[config.mk]
export PLATFORM = sky130hd
export DESIGN_NAME = tx_dma_top
export DESIGN_NICKNAME = d
export VERILOG_FILES = /design/src/logic/tx_dma_pkg.sv /design/src/logic/tx_dma_rd_if.sv /design/src/logic/tx_dma_stat_if.sv /design/src/logic/tx_dma_cq_parser.sv /design/src/logic/tx_dma_mi_regs.sv /design/src/logic/tx_dma_pkt_buffer.sv /design/src/logic/tx_dma_top.sv /design/src/logic/tx_dma_usr_tx.sv
export SDC_FILE = /design/constraint.sdc
export NUM_CORES = 2
export LEC_CHECK = 0
export BUFFER_PORTS_ARGS = -buffer_cell sky130_fd_sc_hd__buf_2
export CORE_UTILIZATION = 56
export CTS_CLUSTER_SIZE = 40
export DETAILED_ROUTE_END_ITERATION = 8
export PLACE_DENSITY = 0.86
export SLEW_MARGIN = 20
export SYNTH_ARGS = -nofsm -noshare
export SYNTH_HDL_FRONTEND = slang
export SYNTH_SLANG_ARGS = --single-unit
[constraint.sdc]
create_clock -name clk -period 7.3 [get_ports clk]
set_input_delay 1.46 -clock clk [delete_from_list [all_inputs] [get_ports clk]]
set_output_delay 1.46 -clock clk [all_outputs]
set_load 0.02 [all_outputs]
[src/logic/tx_dma_pkg.sv]
// Transmit DMA shared definitions.
// Sizes, MI register map, packet descriptor and FSM state types.
package tx_dma_pkg;

    localparam int CHANNELS      = 4;
    localparam int CHAN_W        = $clog2(CHANNELS);
    localparam int DATA_W        = 32;
    localparam int BEAT_BYTES    = DATA_W / 8;
    localparam int META_W        = 24;
    localparam int PKT_BEATS_MAX = 16;
    localparam int PKT_SIZE_MAX  = PKT_BEATS_MAX * BEAT_BYTES; // 64 bytes.
    localparam int PKT_SIZE_W    = $clog2(PKT_SIZE_MAX + 1);

    localparam int DATA_DEPTH = 64;
    localparam int DESC_DEPTH = 8;
    localparam int DATA_AW    = $clog2(DATA_DEPTH);
    localparam int DESC_AW    = $clog2(DESC_DEPTH);
    localparam int DATA_CNT_W = $clog2(DATA_DEPTH + 1);
    localparam int DESC_CNT_W = $clog2(DESC_DEPTH + 1);

    localparam int MI_W  = 32;
    localparam int CNT_W = 32;

    localparam logic [MI_W-1:0] REG_CHAN_EN       = 32'h00;
    localparam logic [MI_W-1:0] REG_CNT_CLEAR     = 32'h04;
    localparam logic [MI_W-1:0] REG_PKT_CNT_BASE  = 32'h10; // one word per channel.
    localparam logic [MI_W-1:0] REG_DROP_CNT_BASE = 32'h20;

    // one stored packet, 33 bits.
    typedef struct packed {
        logic [PKT_SIZE_W-1:0] size;
        logic [CHAN_W-1:0]     chan;
        logic [META_W-1:0]     meta;
    } pkt_desc_t;

    typedef enum logic [1:0] {PS_IDLE, PS_ACCEPT, PS_DROP} parse_state_t;

    typedef enum logic {TX_IDLE, TX_SEND} tx_state_t;

endpackage

[src/logic/tx_dma_rd_if.sv]
// Read side of the packet buffer.
// Descriptor and data FIFO heads with their pop strobes.
`timescale 1ns/1ps

interface tx_dma_rd_if import tx_dma_pkg::*; ();

    pkt_desc_t         desc;
    logic              desc_vld;
    logic              desc_rd;   // pops one descriptor.
    logic [DATA_W-1:0] data;
    logic              data_last; // last word of a packet.
    logic              data_vld;
    logic              data_rd;

    modport buffer (
        output desc,
        output desc_vld,
        input  desc_rd,
        output data,
        output data_last,
        output data_vld,
        input  data_rd
    );

    modport tx (
        input  desc,
        input  desc_vld,
        output desc_rd,
        input  data,
        input  data_last,
        input  data_vld,
        output data_rd
    );

endinterface

[src/logic/tx_dma_stat_if.sv]
// Status link between the CQ parser and the MI registers.
// Carries the channel enable mask and per-packet accept and drop events.
`timescale 1ns/1ps

interface tx_dma_stat_if import tx_dma_pkg::*; ();

    logic [CHANNELS-1:0] chan_en;  // enable mask from the registers.
    logic                acc_vld;  // packet accepted, one cycle at its header.
    logic                drop_vld; // packet dropped, one cycle at its header.
    logic [CHAN_W-1:0]   chan;

    modport parser (
        input  chan_en,
        output acc_vld,
        output drop_vld,
        output chan
    );

    modport regs (
        output chan_en,
        input  acc_vld,
        input  drop_vld,
        input  chan
    );

endinterface

[src/logic/tx_dma_cq_parser.sv]
// CQ packet parser.
// Reads the header beat, filters the packet by channel enable and writes
// accepted data words plus one descriptor into the packet buffer.
`timescale 1ns/1ps

module tx_dma_cq_parser import tx_dma_pkg::*; (
    input  logic              clk,
    input  logic              rst,
    input  logic [DATA_W-1:0] cq_data,
    input  logic              cq_sof,
    input  logic              cq_eof,
    input  logic              cq_src_rdy,
    output logic              cq_dst_rdy,
    input  logic              data_free_ok,
    input  logic              desc_free_ok,
    output logic              data_wr,
    output logic [DATA_W:0]   data_in,
    output logic              desc_wr,
    output pkt_desc_t         desc_in,
    tx_dma_stat_if.parser     stat
);

    parse_state_t          state;
    logic [CHAN_W-1:0]     chan_q;
    logic [META_W-1:0]     meta_q;
    logic [PKT_SIZE_W-1:0] byte_cnt;
    logic                  beat;
    logic                  hdr_take;
    logic [CHAN_W-1:0]     hdr_chan;

    assign hdr_chan = cq_data[META_W +: CHAN_W];

    // a dropped packet drains freely, otherwise both FIFOs must have room.
    assign cq_dst_rdy = (state == PS_DROP) ? 1'b1 : (data_free_ok && desc_free_ok);
    assign beat       = cq_src_rdy && cq_dst_rdy;
    assign hdr_take   = beat && (state == PS_IDLE) && cq_sof;

    assign stat.acc_vld  = hdr_take && stat.chan_en[hdr_chan];
    assign stat.drop_vld = hdr_take && !stat.chan_en[hdr_chan];
    assign stat.chan     = hdr_chan;

    assign data_wr = beat && (state == PS_ACCEPT);
    assign data_in = {cq_eof, cq_data};
    assign desc_wr = data_wr && cq_eof;

    assign desc_in.size = byte_cnt + PKT_SIZE_W'(BEAT_BYTES); // includes the eof word.
    assign desc_in.chan = chan_q;
    assign desc_in.meta = meta_q;

    always_ff @(posedge clk) begin
        if (rst) begin
            state <= PS_IDLE;
        end else begin
            case (state)
                PS_IDLE:   if (hdr_take) state <= stat.chan_en[hdr_chan] ? PS_ACCEPT : PS_DROP;
                PS_ACCEPT: if (beat && cq_eof) state <= PS_IDLE;
                PS_DROP:   if (beat && cq_eof) state <= PS_IDLE;
                default:   state <= PS_IDLE;
            endcase
        end
    end

    always_ff @(posedge clk) begin
        if (hdr_take) begin
            chan_q   <= hdr_chan;
            meta_q   <= cq_data[META_W-1:0];
            byte_cnt <= '0;
        end else if (data_wr) begin
            byte_cnt <= byte_cnt + PKT_SIZE_W'(BEAT_BYTES);
        end
    end

    a_hdr_no_eof: assert property (@(posedge clk) disable iff (rst)
        hdr_take |-> !cq_eof);

    // a word written before eof leaves room for at least one more.
    a_size_max: assert property (@(posedge clk) disable iff (rst)
        data_wr |-> (byte_cnt < PKT_SIZE_W'(PKT_SIZE_MAX)));

endmodule

[src/logic/tx_dma_mi_regs.sv]
// MI register block of the transmit DMA.
// Holds the channel enable mask and per-channel accepted and dropped
// packet counters. Reads answer one cycle after the request.
`timescale 1ns/1ps

module tx_dma_mi_regs import tx_dma_pkg::*; (
    input  logic              clk,
    input  logic              rst,
    input  logic [MI_W-1:0]   mi_addr,
    input  logic [MI_W-1:0]   mi_dwr,
    input  logic [MI_W/8-1:0] mi_be,
    input  logic              mi_rd,
    input  logic              mi_wr,
    output logic [MI_W-1:0]   mi_drd,
    output logic              mi_ardy,
    output logic              mi_drdy,
    tx_dma_stat_if.regs       stat
);

    logic [CHANNELS-1:0] chan_en;
    logic [CNT_W-1:0]    pkt_cnt [CHANNELS];
    logic [CNT_W-1:0]    drop_cnt [CHANNELS];
    logic                cnt_clear;
    logic [MI_W-1:0]     rd_val;

    assign mi_ardy      = 1'b1; // the block never stalls a request.
    assign stat.chan_en = chan_en;
    assign cnt_clear    = mi_wr && (mi_addr == REG_CNT_CLEAR);

    always_ff @(posedge clk) begin
        if (rst) begin
            chan_en <= '0;
        end else if (mi_wr && mi_addr == REG_CHAN_EN && mi_be[0]) begin
            chan_en <= mi_dwr[CHANNELS-1:0]; // only the low byte holds used bits.
        end
    end

    // clear has priority over an event landing in the same cycle.
    always_ff @(posedge clk) begin
        if (rst || cnt_clear) begin
            for (int i = 0; i < CHANNELS; i++) begin
                pkt_cnt[i]  <= '0;
                drop_cnt[i] <= '0;
            end
        end else begin
            if (stat.acc_vld) pkt_cnt[stat.chan] <= pkt_cnt[stat.chan] + 1'b1;
            if (stat.drop_vld) drop_cnt[stat.chan] <= drop_cnt[stat.chan] + 1'b1;
        end
    end

    always_comb begin
        rd_val = '0; // unmapped addresses read as zero.
        if (mi_addr == REG_CHAN_EN) begin
            rd_val = MI_W'(chan_en);
        end
        for (int i = 0; i < CHANNELS; i++) begin
            if (mi_addr == REG_PKT_CNT_BASE + MI_W'(4 * i)) rd_val = MI_W'(pkt_cnt[i]);
            if (mi_addr == REG_DROP_CNT_BASE + MI_W'(4 * i)) rd_val = MI_W'(drop_cnt[i]);
        end
    end

    always_ff @(posedge clk) begin
        if (rst) begin
            mi_drdy <= 1'b0;
        end else begin
            mi_drdy <= mi_rd;
        end
    end

    always_ff @(posedge clk) begin
        if (mi_rd) mi_drd <= rd_val;
    end

endmodule

[src/logic/tx_dma_pkt_buffer.sv]
// Store-and-forward packet buffer.
// A circular data FIFO of words with a last flag and a descriptor FIFO.
// A descriptor is only written once its packet is complete.
`timescale 1ns/1ps

module tx_dma_pkt_buffer import tx_dma_pkg::*; (
    input  logic            clk,
    input  logic            rst,
    input  logic            data_wr,
    input  logic [DATA_W:0] data_in,
    output logic            data_free_ok,
    input  logic            desc_wr,
    input  pkt_desc_t       desc_in,
    output logic            desc_free_ok,
    tx_dma_rd_if.buffer     rd
);

    logic [DATA_W:0]       data_mem [DATA_DEPTH];
    logic [DATA_AW-1:0]    data_wr_ptr;
    logic [DATA_AW-1:0]    data_rd_ptr;
    logic [DATA_CNT_W-1:0] data_cnt;
    logic [DATA_CNT_W-1:0] data_cnt_nxt;

    pkt_desc_t             desc_mem [DESC_DEPTH];
    logic [DESC_AW-1:0]    desc_wr_ptr;
    logic [DESC_AW-1:0]    desc_rd_ptr;
    logic [DESC_CNT_W-1:0] desc_cnt;
    logic [DESC_CNT_W-1:0] desc_cnt_nxt;

    assign data_cnt_nxt = data_cnt + DATA_CNT_W'(data_wr) - DATA_CNT_W'(rd.data_rd);
    assign desc_cnt_nxt = desc_cnt + DESC_CNT_W'(desc_wr) - DESC_CNT_W'(rd.desc_rd);

    assign rd.data      = data_mem[data_rd_ptr][DATA_W-1:0];
    assign rd.data_last = data_mem[data_rd_ptr][DATA_W];
    assign rd.data_vld  = (data_cnt != '0);
    assign rd.desc      = desc_mem[desc_rd_ptr];
    assign rd.desc_vld  = (desc_cnt != '0);

    always_ff @(posedge clk) begin
        if (data_wr) data_mem[data_wr_ptr] <= data_in;
        if (desc_wr) desc_mem[desc_wr_ptr] <= desc_in;
    end

    always_ff @(posedge clk) begin
        if (rst) begin
            data_wr_ptr  <= '0;
            data_rd_ptr  <= '0;
            data_cnt     <= '0;
            desc_wr_ptr  <= '0;
            desc_rd_ptr  <= '0;
            desc_cnt     <= '0;
            data_free_ok <= 1'b0;
            desc_free_ok <= 1'b0;
        end else begin
            data_wr_ptr  <= data_wr_ptr + DATA_AW'(data_wr); // pointers wrap at the depth.
            data_rd_ptr  <= data_rd_ptr + DATA_AW'(rd.data_rd);
            data_cnt     <= data_cnt_nxt;
            desc_wr_ptr  <= desc_wr_ptr + DESC_AW'(desc_wr);
            desc_rd_ptr  <= desc_rd_ptr + DESC_AW'(rd.desc_rd);
            desc_cnt     <= desc_cnt_nxt;
            data_free_ok <= (data_cnt_nxt < DATA_CNT_W'(DATA_DEPTH)); // from the next level.
            desc_free_ok <= (desc_cnt_nxt < DESC_CNT_W'(DESC_DEPTH));
        end
    end

    a_data_no_overflow: assert property (@(posedge clk) disable iff (rst)
        data_wr |-> (data_cnt < DATA_CNT_W'(DATA_DEPTH)));
    a_desc_no_overflow: assert property (@(posedge clk) disable iff (rst)
        desc_wr |-> (desc_cnt < DESC_CNT_W'(DESC_DEPTH)));
    a_data_no_underflow: assert property (@(posedge clk) disable iff (rst)
        rd.data_rd |-> (data_cnt != '0));
    a_desc_no_underflow: assert property (@(posedge clk) disable iff (rst)
        rd.desc_rd |-> (desc_cnt != '0));

endmodule

[src/logic/tx_dma_top.sv]
// Host-to-card transmit DMA top level.
// CQ packets are filtered per channel, buffered whole and sent out on the
// user MFB stream with size, channel and header meta.
`timescale 1ns/1ps

module tx_dma_top import tx_dma_pkg::*; (
    input  logic                  clk,
    input  logic                  rst,
    input  logic [DATA_W-1:0]     cq_data,
    input  logic                  cq_sof,
    input  logic                  cq_eof,
    input  logic                  cq_src_rdy,
    output logic                  cq_dst_rdy,
    output logic [DATA_W-1:0]     usr_data,
    output logic                  usr_sof,
    output logic                  usr_eof,
    output logic                  usr_src_rdy,
    input  logic                  usr_dst_rdy,
    output logic [PKT_SIZE_W-1:0] usr_pkt_size,
    output logic [CHAN_W-1:0]     usr_chan,
    output logic [META_W-1:0]     usr_hdr_meta,
    input  logic [MI_W-1:0]       mi_addr,
    input  logic [MI_W-1:0]       mi_dwr,
    input  logic [MI_W/8-1:0]     mi_be,
    input  logic                  mi_rd,
    input  logic                  mi_wr,
    output logic [MI_W-1:0]       mi_drd,
    output logic                  mi_ardy,
    output logic                  mi_drdy
);

    logic            data_wr;
    logic [DATA_W:0] data_in; // data word with the last flag on top.
    logic            desc_wr;
    pkt_desc_t       desc_in;
    logic            data_free_ok;
    logic            desc_free_ok;

    tx_dma_stat_if stat ();
    tx_dma_rd_if   rd ();

    tx_dma_cq_parser parser0 (
        .clk, .rst,
        .cq_data, .cq_sof, .cq_eof, .cq_src_rdy, .cq_dst_rdy,
        .data_free_ok, .desc_free_ok,
        .data_wr, .data_in, .desc_wr, .desc_in,
        .stat (stat.parser)
    );

    tx_dma_pkt_buffer buffer0 (
        .clk, .rst,
        .data_wr, .data_in, .data_free_ok,
        .desc_wr, .desc_in, .desc_free_ok,
        .rd (rd.buffer)
    );

    tx_dma_usr_tx usr_tx0 (
        .clk, .rst,
        .usr_data, .usr_sof, .usr_eof, .usr_src_rdy, .usr_dst_rdy,
        .usr_pkt_size, .usr_chan, .usr_hdr_meta,
        .rd (rd.tx)
    );

    tx_dma_mi_regs regs0 (
        .clk, .rst,
        .mi_addr, .mi_dwr, .mi_be, .mi_rd, .mi_wr,
        .mi_drd, .mi_ardy, .mi_drdy,
        .stat (stat.regs)
    );

endmodule

[src/logic/tx_dma_usr_tx.sv]
// User MFB transmitter.
// Pops a descriptor with the first data word and streams the packet out
// through a registered beat stage, holding the metadata for every beat.
`timescale 1ns/1ps

module tx_dma_usr_tx import tx_dma_pkg::*; (
    input  logic                  clk,
    input  logic                  rst,
    output logic [DATA_W-1:0]     usr_data,
    output logic                  usr_sof,
    output logic                  usr_eof,
    output logic                  usr_src_rdy,
    input  logic                  usr_dst_rdy,
    output logic [PKT_SIZE_W-1:0] usr_pkt_size,
    output logic [CHAN_W-1:0]     usr_chan,
    output logic [META_W-1:0]     usr_hdr_meta,
    tx_dma_rd_if.tx               rd
);

    tx_state_t state;
    pkt_desc_t meta_q;
    logic      fetching; // words of the current packet are still in the buffer.
    logic      xfer;
    logic      can_load;

    assign xfer     = usr_src_rdy && usr_dst_rdy;
    assign can_load = !usr_src_rdy || usr_dst_rdy;

    // the data words of a packet are always stored before its descriptor.
    assign rd.desc_rd = (state == TX_IDLE) && rd.desc_vld && rd.data_vld && can_load;
    assign rd.data_rd = (state == TX_IDLE) ? rd.desc_rd
                                           : (fetching && rd.data_vld && can_load);

    assign usr_pkt_size = meta_q.size;
    assign usr_chan     = meta_q.chan;
    assign usr_hdr_meta = meta_q.meta;

    always_ff @(posedge clk) begin
        if (rst) begin
            state       <= TX_IDLE;
            fetching    <= 1'b0;
            usr_src_rdy <= 1'b0;
        end else begin
            if (rd.desc_rd) state <= TX_SEND;
            else if (state == TX_SEND && xfer && usr_eof) state <= TX_IDLE;
            if (rd.data_rd) fetching <= !rd.data_last;
            if (rd.data_rd) usr_src_rdy <= 1'b1;
            else if (xfer) usr_src_rdy <= 1'b0;
        end
    end

    always_ff @(posedge clk) begin
        if (rd.desc_rd) meta_q <= rd.desc;
        if (rd.data_rd) begin
            usr_data <= rd.data;
            usr_sof  <= (state == TX_IDLE); // first word is popped with the descriptor.
            usr_eof  <= rd.data_last;
        end
    end

    a_hold_on_stall: assert property (@(posedge clk) disable iff (rst)
        usr_src_rdy && !usr_dst_rdy |=> usr_src_rdy && $stable(usr_data)
            && $stable(usr_sof) && $stable(usr_eof));

endmodule

Yosys cells after proc, flatten, opt, wreduce, memory -nomap -nowiden --
Memories as Yosys holds them, arrays and structs flattened. A register that Yosys moved wholly into a read port is not among the register bits. Cells that the tools add are included.
Cells by class: $add $sub $neg 11, order comparisons 3, equality and inequality tests 13, mux-type cells 40, bitwise logic cells 1, reductions and logical operators 35
Operator list (number):
- 32-bit two-way mux | 10
- 32-bit by 5-bit == test with 1-bit output (second input constant) | 4
- 32-bit by 6-bit == test with 1-bit output (second input constant) | 4
- 32-bit by 1-bit adder with 32-bit output (second input constant) | 2
- 32-bit OR reduction | 2
- 32-bit by 3-bit == test with 1-bit output (second input constant) | 1
- 32-bit logical NOT | 1
- 1-bit two-way mux | 21
- 1-bit logical AND | 20
- 6-bit by 1-bit adder with 6-bit output | 2
- 2-bit two-way mux | 5
- 7-bit by 1-bit adder with 7-bit output | 1
- 7-bit by 3-bit adder with 7-bit output (second input constant) | 1
- 7-bit < comparator (second input constant) | 1
- 7-bit nonzero test | 1
- 7-bit by 1-bit subtractor with 7-bit output | 1
- 3-bit by 1-bit adder with 3-bit output | 2
- 6-bit two-way mux | 1
- 4-bit by 1-bit adder with 4-bit output | 1
- 4-bit < comparator (second input constant) | 1
- 4-bit two-way mux | 1
- 2-bit by 1-bit != test with 1-bit output (second input constant) | 2
- 2-bit case mux with 2 select lines | 1
- 2-bit nonzero test | 2
- other kinds (12) | 15
Storage, ports and cells: register bits 140, bits in writable memories 2632, input bits 108, word-level logic and storage cells 128, memories kept 4
Memory list:
- buffer0.data_mem | words 64, bits a word 33, rd ports 1, clocked after Yosys merged registers in 1, write ports 1, line tx_dma_pkt_buffer.sv:18 | logic [DATA_W:0] data_mem [DATA_DEPTH];
- buffer0.desc_mem | words 8, bits a word 33, rd ports 1, clocked after Yosys merged registers in 1, write ports 1, line tx_dma_pkt_buffer.sv:24 | pkt_desc_t desc_mem [DESC_DEPTH];
- regs0.drop_cnt | words 4, bits a word 32, rd ports 5, clocked after Yosys merged registers in 0, write ports 4, line tx_dma_mi_regs.sv:22 | logic [CNT_W-1:0] drop_cnt [CHANNELS];
- regs0.pkt_cnt | words 4, bits a word 32, rd ports 5, clocked after Yosys merged registers in 0, write ports 4, line tx_dma_mi_regs.sv:21 | logic [CNT_W-1:0] pkt_cnt [CHANNELS];

Logic depth before layout (Yosys ltp) --
word-level depth 11, mapped depth 17, depth with buffers taken out 17

Modules after synthesis --
From an unflattened synthesis, not the netlist that was laid out.
Unflattened totals: cell total of the unflattened synthesis 5417, area, all modules 110733.7 µm²
Modules (own cells, without submodules):
- tx_dma_pkt_buffer | times used 1, cells an instance 4004, area an instance 92018.3 µm², seq. area each 71969.0 µm²
- tx_dma_mi_regs | times used 1, cells an instance 1210, area an instance 15010.6 µm², seq. area each 8748.4 µm²
- tx_dma_usr_tx | times used 1, cells an instance 82, area an instance 2172.1 µm², seq. area each 2072.0 µm²
- tx_dma_cq_parser | times used 1, cells an instance 121, area an instance 1532.7 µm², seq. area each 920.9 µm²

Worst setup path before layout --
No wires, ideal clock.
kind input -> register, from input port usr_dst_rdy, to register buffer0.data_free_ok, setup time 115 ps, arrival 7501 ps, required time 7185 ps, setup slack -317 ps, cell stages on the path 15, buffers on the path 0, cells stage by stage nand2b_1 o21ai_0 a211oi_1 o21bai_1 ha_1 inv_1 ha_1 inv_1 fa_1 nand2b_1 a21oi_1 o21ai_0 a21oi_1 nor3_1 o21ba_2
Between the ends: cells in the longest elaborated chain, start to end 5, elaborated cells on any way between the ends 6
Ends and longest elaborated chain:
- from (decl) | line tx_dma_top.sv:18 | input logic usr_dst_rdy,
- 1-bit logical OR | line tx_dma_usr_tx.sv:27 | assign can_load = !usr_src_rdy || usr_dst_rdy;
- 1-bit logical AND | line tx_dma_usr_tx.sv:30 | assign rd.desc_rd = (state == TX_IDLE) && rd.desc_vld && rd.data_vld && can_load;
- net buffer0.rd.desc_rd | line tx_dma_rd_if.sv:18 | input desc_rd,
- 1-bit two-way mux | line tx_dma_usr_tx.sv:31 | assign rd.data_rd = (state == TX_IDLE) ? rd.desc_rd
- net buffer0.rd.data_rd | line tx_dma_rd_if.sv:22 | input data_rd
- 7-bit by 1-bit subtractor with 7-bit output | line tx_dma_pkt_buffer.sv:30 | assign data_cnt_nxt = data_cnt + DATA_CNT_W'(data_wr) - DATA_CNT_W'(rd.data_rd);
- 7-bit < comparator | line tx_dma_pkt_buffer.sv:61 | data_free_ok <= (data_cnt_nxt < DATA_CNT_W'(DATA_DEPTH));
- to (signal assigned) | line tx_dma_pkt_buffer.sv:61
- to (decl) | line tx_dma_pkt_buffer.sv:11 | output logic data_free_ok,
The timed path passes the listed nets, and every way through them passes these cells. A chain may end at the register's enable or synchronous reset.

==> impl_results.md <==
- Post-DP HPWL: 161 mm
- Root Driver: clkbuf_16
- Crit path time final: 4.62 ns
- Placed insts: 7,573
- Rel. slew slack: 18.8%
- Top_reg_cell synth: edfxtp_1
- Clock tree buffer depth: 4
- Core Area: 193,000 um^2
- Synthesized cell area: 109,000 um^2
- Peak supply drop: 310 uV
- Clk Latency, worst-skew pair: 0.94 ns
- Number of global-route vias before repair: 58,400
- Syn avg cell area: 21.9 um^2
- Unrepaired setup endpoints after global routing: no
- Vias: 58,200
- Worst-Margin Slew: 1.22 ns
- Antenna violations before repair: 32
- Lkg Pwr: 37.9 nW
- CP Class: in -> reg
- Final Cycle Share: 63.2%
- Post-route insts no fill: 8,047
- Initial DRC Count: 10,200
- Top cells by area, synth: edfxtp_1 75%, mux4_2 17%, nor2_1 1.4%
- Share of cells above drive strength 1: 30.0%
- Max-cap violations: 0
- ANT nets after route: 0
- H-tree depth: 5
- Wirelength, routed: 314 mm
- Number of gates resized after cts: 0
- Synthesized instance count: 4,998
- Synth warnings: 0
- DR vias/cell: 7.23
- Post-synth ARST share: 0%
- Worst Skew: 0.0482 ns
- Die width: 444 um
- #FFs+latches synth: 2,785
- Status: finished clean
- Final hold vios: 0
- Final slew viol count: 0
- Power per cell area: 315 nW/um^2
- Post-CTS Setup Repair Bufs: 0
- Nets: 5,467
- PortBufs: 176
- Area fraction of the dominant cell type after synthesis: 75.3%
- Crit-path max FO: 43
- Worst Hold Class: reg -> reg
- Storage cell area: 83,200 um^2
- Filler instances: 11,500
- Die ar.: 197,000 um^2
- F_max: 217 MHz
- Register area share after synthesis: 76.2%
- Clock-pin slew on the worst setup and hold paths: 0.06 ns
- Top-count cell post-synth: edfxtp_1
- Final Setup Violations: 0
- Cts hold-fix bufs: 0
- Multi-input logic area: 25,300 um^2
- Drt pass-1 iters: 8
- Clk sinks: 2,785
- Post-synth top area cell: edfxtp_1
- Routability cong.: 0.890
- Total Negative Setup Slacks: 0 ns
- Layout Area Growth over Synthesis: 12.3%
- Type of origin of the critical path: input port
- CP Data Required Time: 7.87 ns
- Largest net degree at the start of global routing: 113
- WL/cell: 39.1 um
- Gr usage total: 32.0%
- Starting density of the core: 56.5%
- Die H: 444 um
- Worst EP arrival: 5.19 ns
- Io pins: 211
- CTS tree: built
- Drc violations: 0
- Num CTS Buffers: 275
- Post-synth EDFFs: 2,739
- Distinct cells, synth: 70
- Rows: 161
- GRT overflow: 0
- Wire length of the first global-routing pass: 440 mm
- Crit end category: flop
- Most frequent cells after synthesis: 2,739 x edfxtp_1, 808 x mux4_2, 396 x nor2_1
==> path summary, 6_finish.rpt <==
path	from	to	slack [ns]	depth (start not counted)
worst max-delay path	cq_data[24]	regs0.drop_cnt[0][20]$_SDFFCE_PN0P_	2.68	8
worst min register to register	usr_tx0.usr_src_rdy$_SDFFE_PP0P_	usr_tx0.usr_src_rdy$_SDFFE_PP0P_	0.52	2
worst max register to register	parser0.state[0]$_SDFFE_PP0P_	buffer0.data_mem[62][1]$_DFFE_PP_	2.70	9
worst min-delay path	usr_tx0.usr_src_rdy$_SDFFE_PP0P_	usr_tx0.usr_src_rdy$_SDFFE_PP0P_	0.52	2
==> cells by family after synthesis <==
logic type / Yosys count / share of synthesized area, %
simple gates: 703 / 2.95
fa+ha+maj: 30 / 0.357
mux: 853 / 17.1
other cells: 2 / 0.00688
buf+inv: 323 / 1.29
xor+xnor: 86 / 0.690
compound gates: 216 / 1.40
flops: 2785 / 76.2
==> metrics by stage <==
step	setup slack, ns	total power, W	hold WS (ns)	area, um^2	utilization, %
floorplan	0.893	0.0229	0.464	109000	-
global placement	1.93	0.0246	0.492	114000	59.0
detailed placement	1.83	0.0248	0.500	114000	59.0
CTS	2.71	0.0385	0.516	122000	63.4
global route	2.54	0.0394	0.546	123000	63.5
finish	2.68	0.0386	0.516	123000	63.5
==> registers in the layout, summed over array words and instances (netlist names), 2 cells and up <==
register	flops
regs0.drop_cnt	128
regs0.stat.chan_en	4
usr_tx0.usr_hdr_meta	24
regs0.pkt_cnt	128
buffer0.desc_mem	248
parser0.state	2
parser0.byte_cnt	5
usr_tx0.usr_pkt_size	5
regs0.mi_drd	32
parser0.meta_q	24
parser0.chan_q	2
buffer0.data_cnt	7
usr_tx0.usr_data	32
buffer0.desc_rd_ptr	3
buffer0.desc_wr_ptr	3
buffer0.desc_cnt	4
usr_tx0.usr_chan	2
buffer0.data_mem	2112
buffer0.data_rd_ptr	6
buffer0.data_wr_ptr	6
==> placed cells by master (no fill, tap or decap), types with 7 or more instances in the layout <==
| cell type | Yosys | final |
|---|---|---|
| a21o_1 | 9 | 9 |
| a21oi_1 | 14 | 14 |
| a221o_1 | 29 | 29 |
| a31oi_1 | 35 | 35 |
| and2_1 | 11 | 11 |
| and3_1 | 15 | 14 |
| and4_1 | 12 | 11 |
| buf_12 | 2 | 12 |
| buf_2 | 63 | 150 |
| buf_4 | 12 | 165 |
| bufinv_16 | 0 | 16 |
| clkbuf_1 | 177 | 52 |
| clkbuf_16 | 0 | 285 |
| clkbuf_8 | 0 | 7 |
| clkinv_1 | 0 | 43 |
| clkinv_2 | 0 | 43 |
| clkinvlp_4 | 0 | 9 |
| dfxtp_1 | 46 | 38 |
| diode_2 | 0 | 9 |
| edfxtp_1 | 2739 | 2739 |
| ha_1 | 28 | 28 |
| inv_1 | 41 | 41 |
| mux2_2 | 34 | 34 |
| mux2i_1 | 9 | 9 |
| mux4_2 | 808 | 808 |
| nand2_1 | 105 | 105 |
| nand2b_1 | 9 | 9 |
| nand3_1 | 46 | 44 |
| nand4_1 | 22 | 22 |
| nor2_1 | 396 | 323 |
| nor2_4 | 0 | 72 |
| nor2b_1 | 24 | 24 |
| nor3_1 | 21 | 19 |
| o22ai_1 | 69 | 69 |
| o31ai_1 | 28 | 28 |
| xnor2_1 | 48 | 48 |
| xor2_1 | 38 | 38 |
==> layout make-up <==
type | count | area share (%)
sequential | 2785 | 67.8
multi-input combinational | 1891 | 20.6
clock buffer | 344 | 6.05
tap | 2526 | 2.58
timing repair buffer | 335 | 1.97
clock inverter | 116 | 0.790
inverter | 41 | 0.125
antenna | 9 | 0.0184
==> power breakdown <==
| group | internal, W | switching (W) |
|---|---|---|
| Sequential | 0.0180 | 0.000278 |
| Combinational | 0.00295 | 0.00361 |
| Clock | 0.00775 | 0.00608 |
==> worst max-delay path, stage by stage <==
cell and delay, ns:
buf_6 0.43, mux4_2 0.61, nor2b_1 0.74, nand2_1 0.16, or3_1 0.33, buf_4 0.30, nand2_1 0.50, buf_4 0.50
==> routing by layer <==
metal  global-route usage, %  vias to the layer above  share of wire, %
met2                    53.1                     5734                49
met4                    16.9                       26               6.7
met1                    39.4                    29600                31
met3                    7.37                     1288                13
li1                        -                    21600                 -
met5                       0                        -             0.061
No activity file was read; power rests on OpenSTA's default activity.
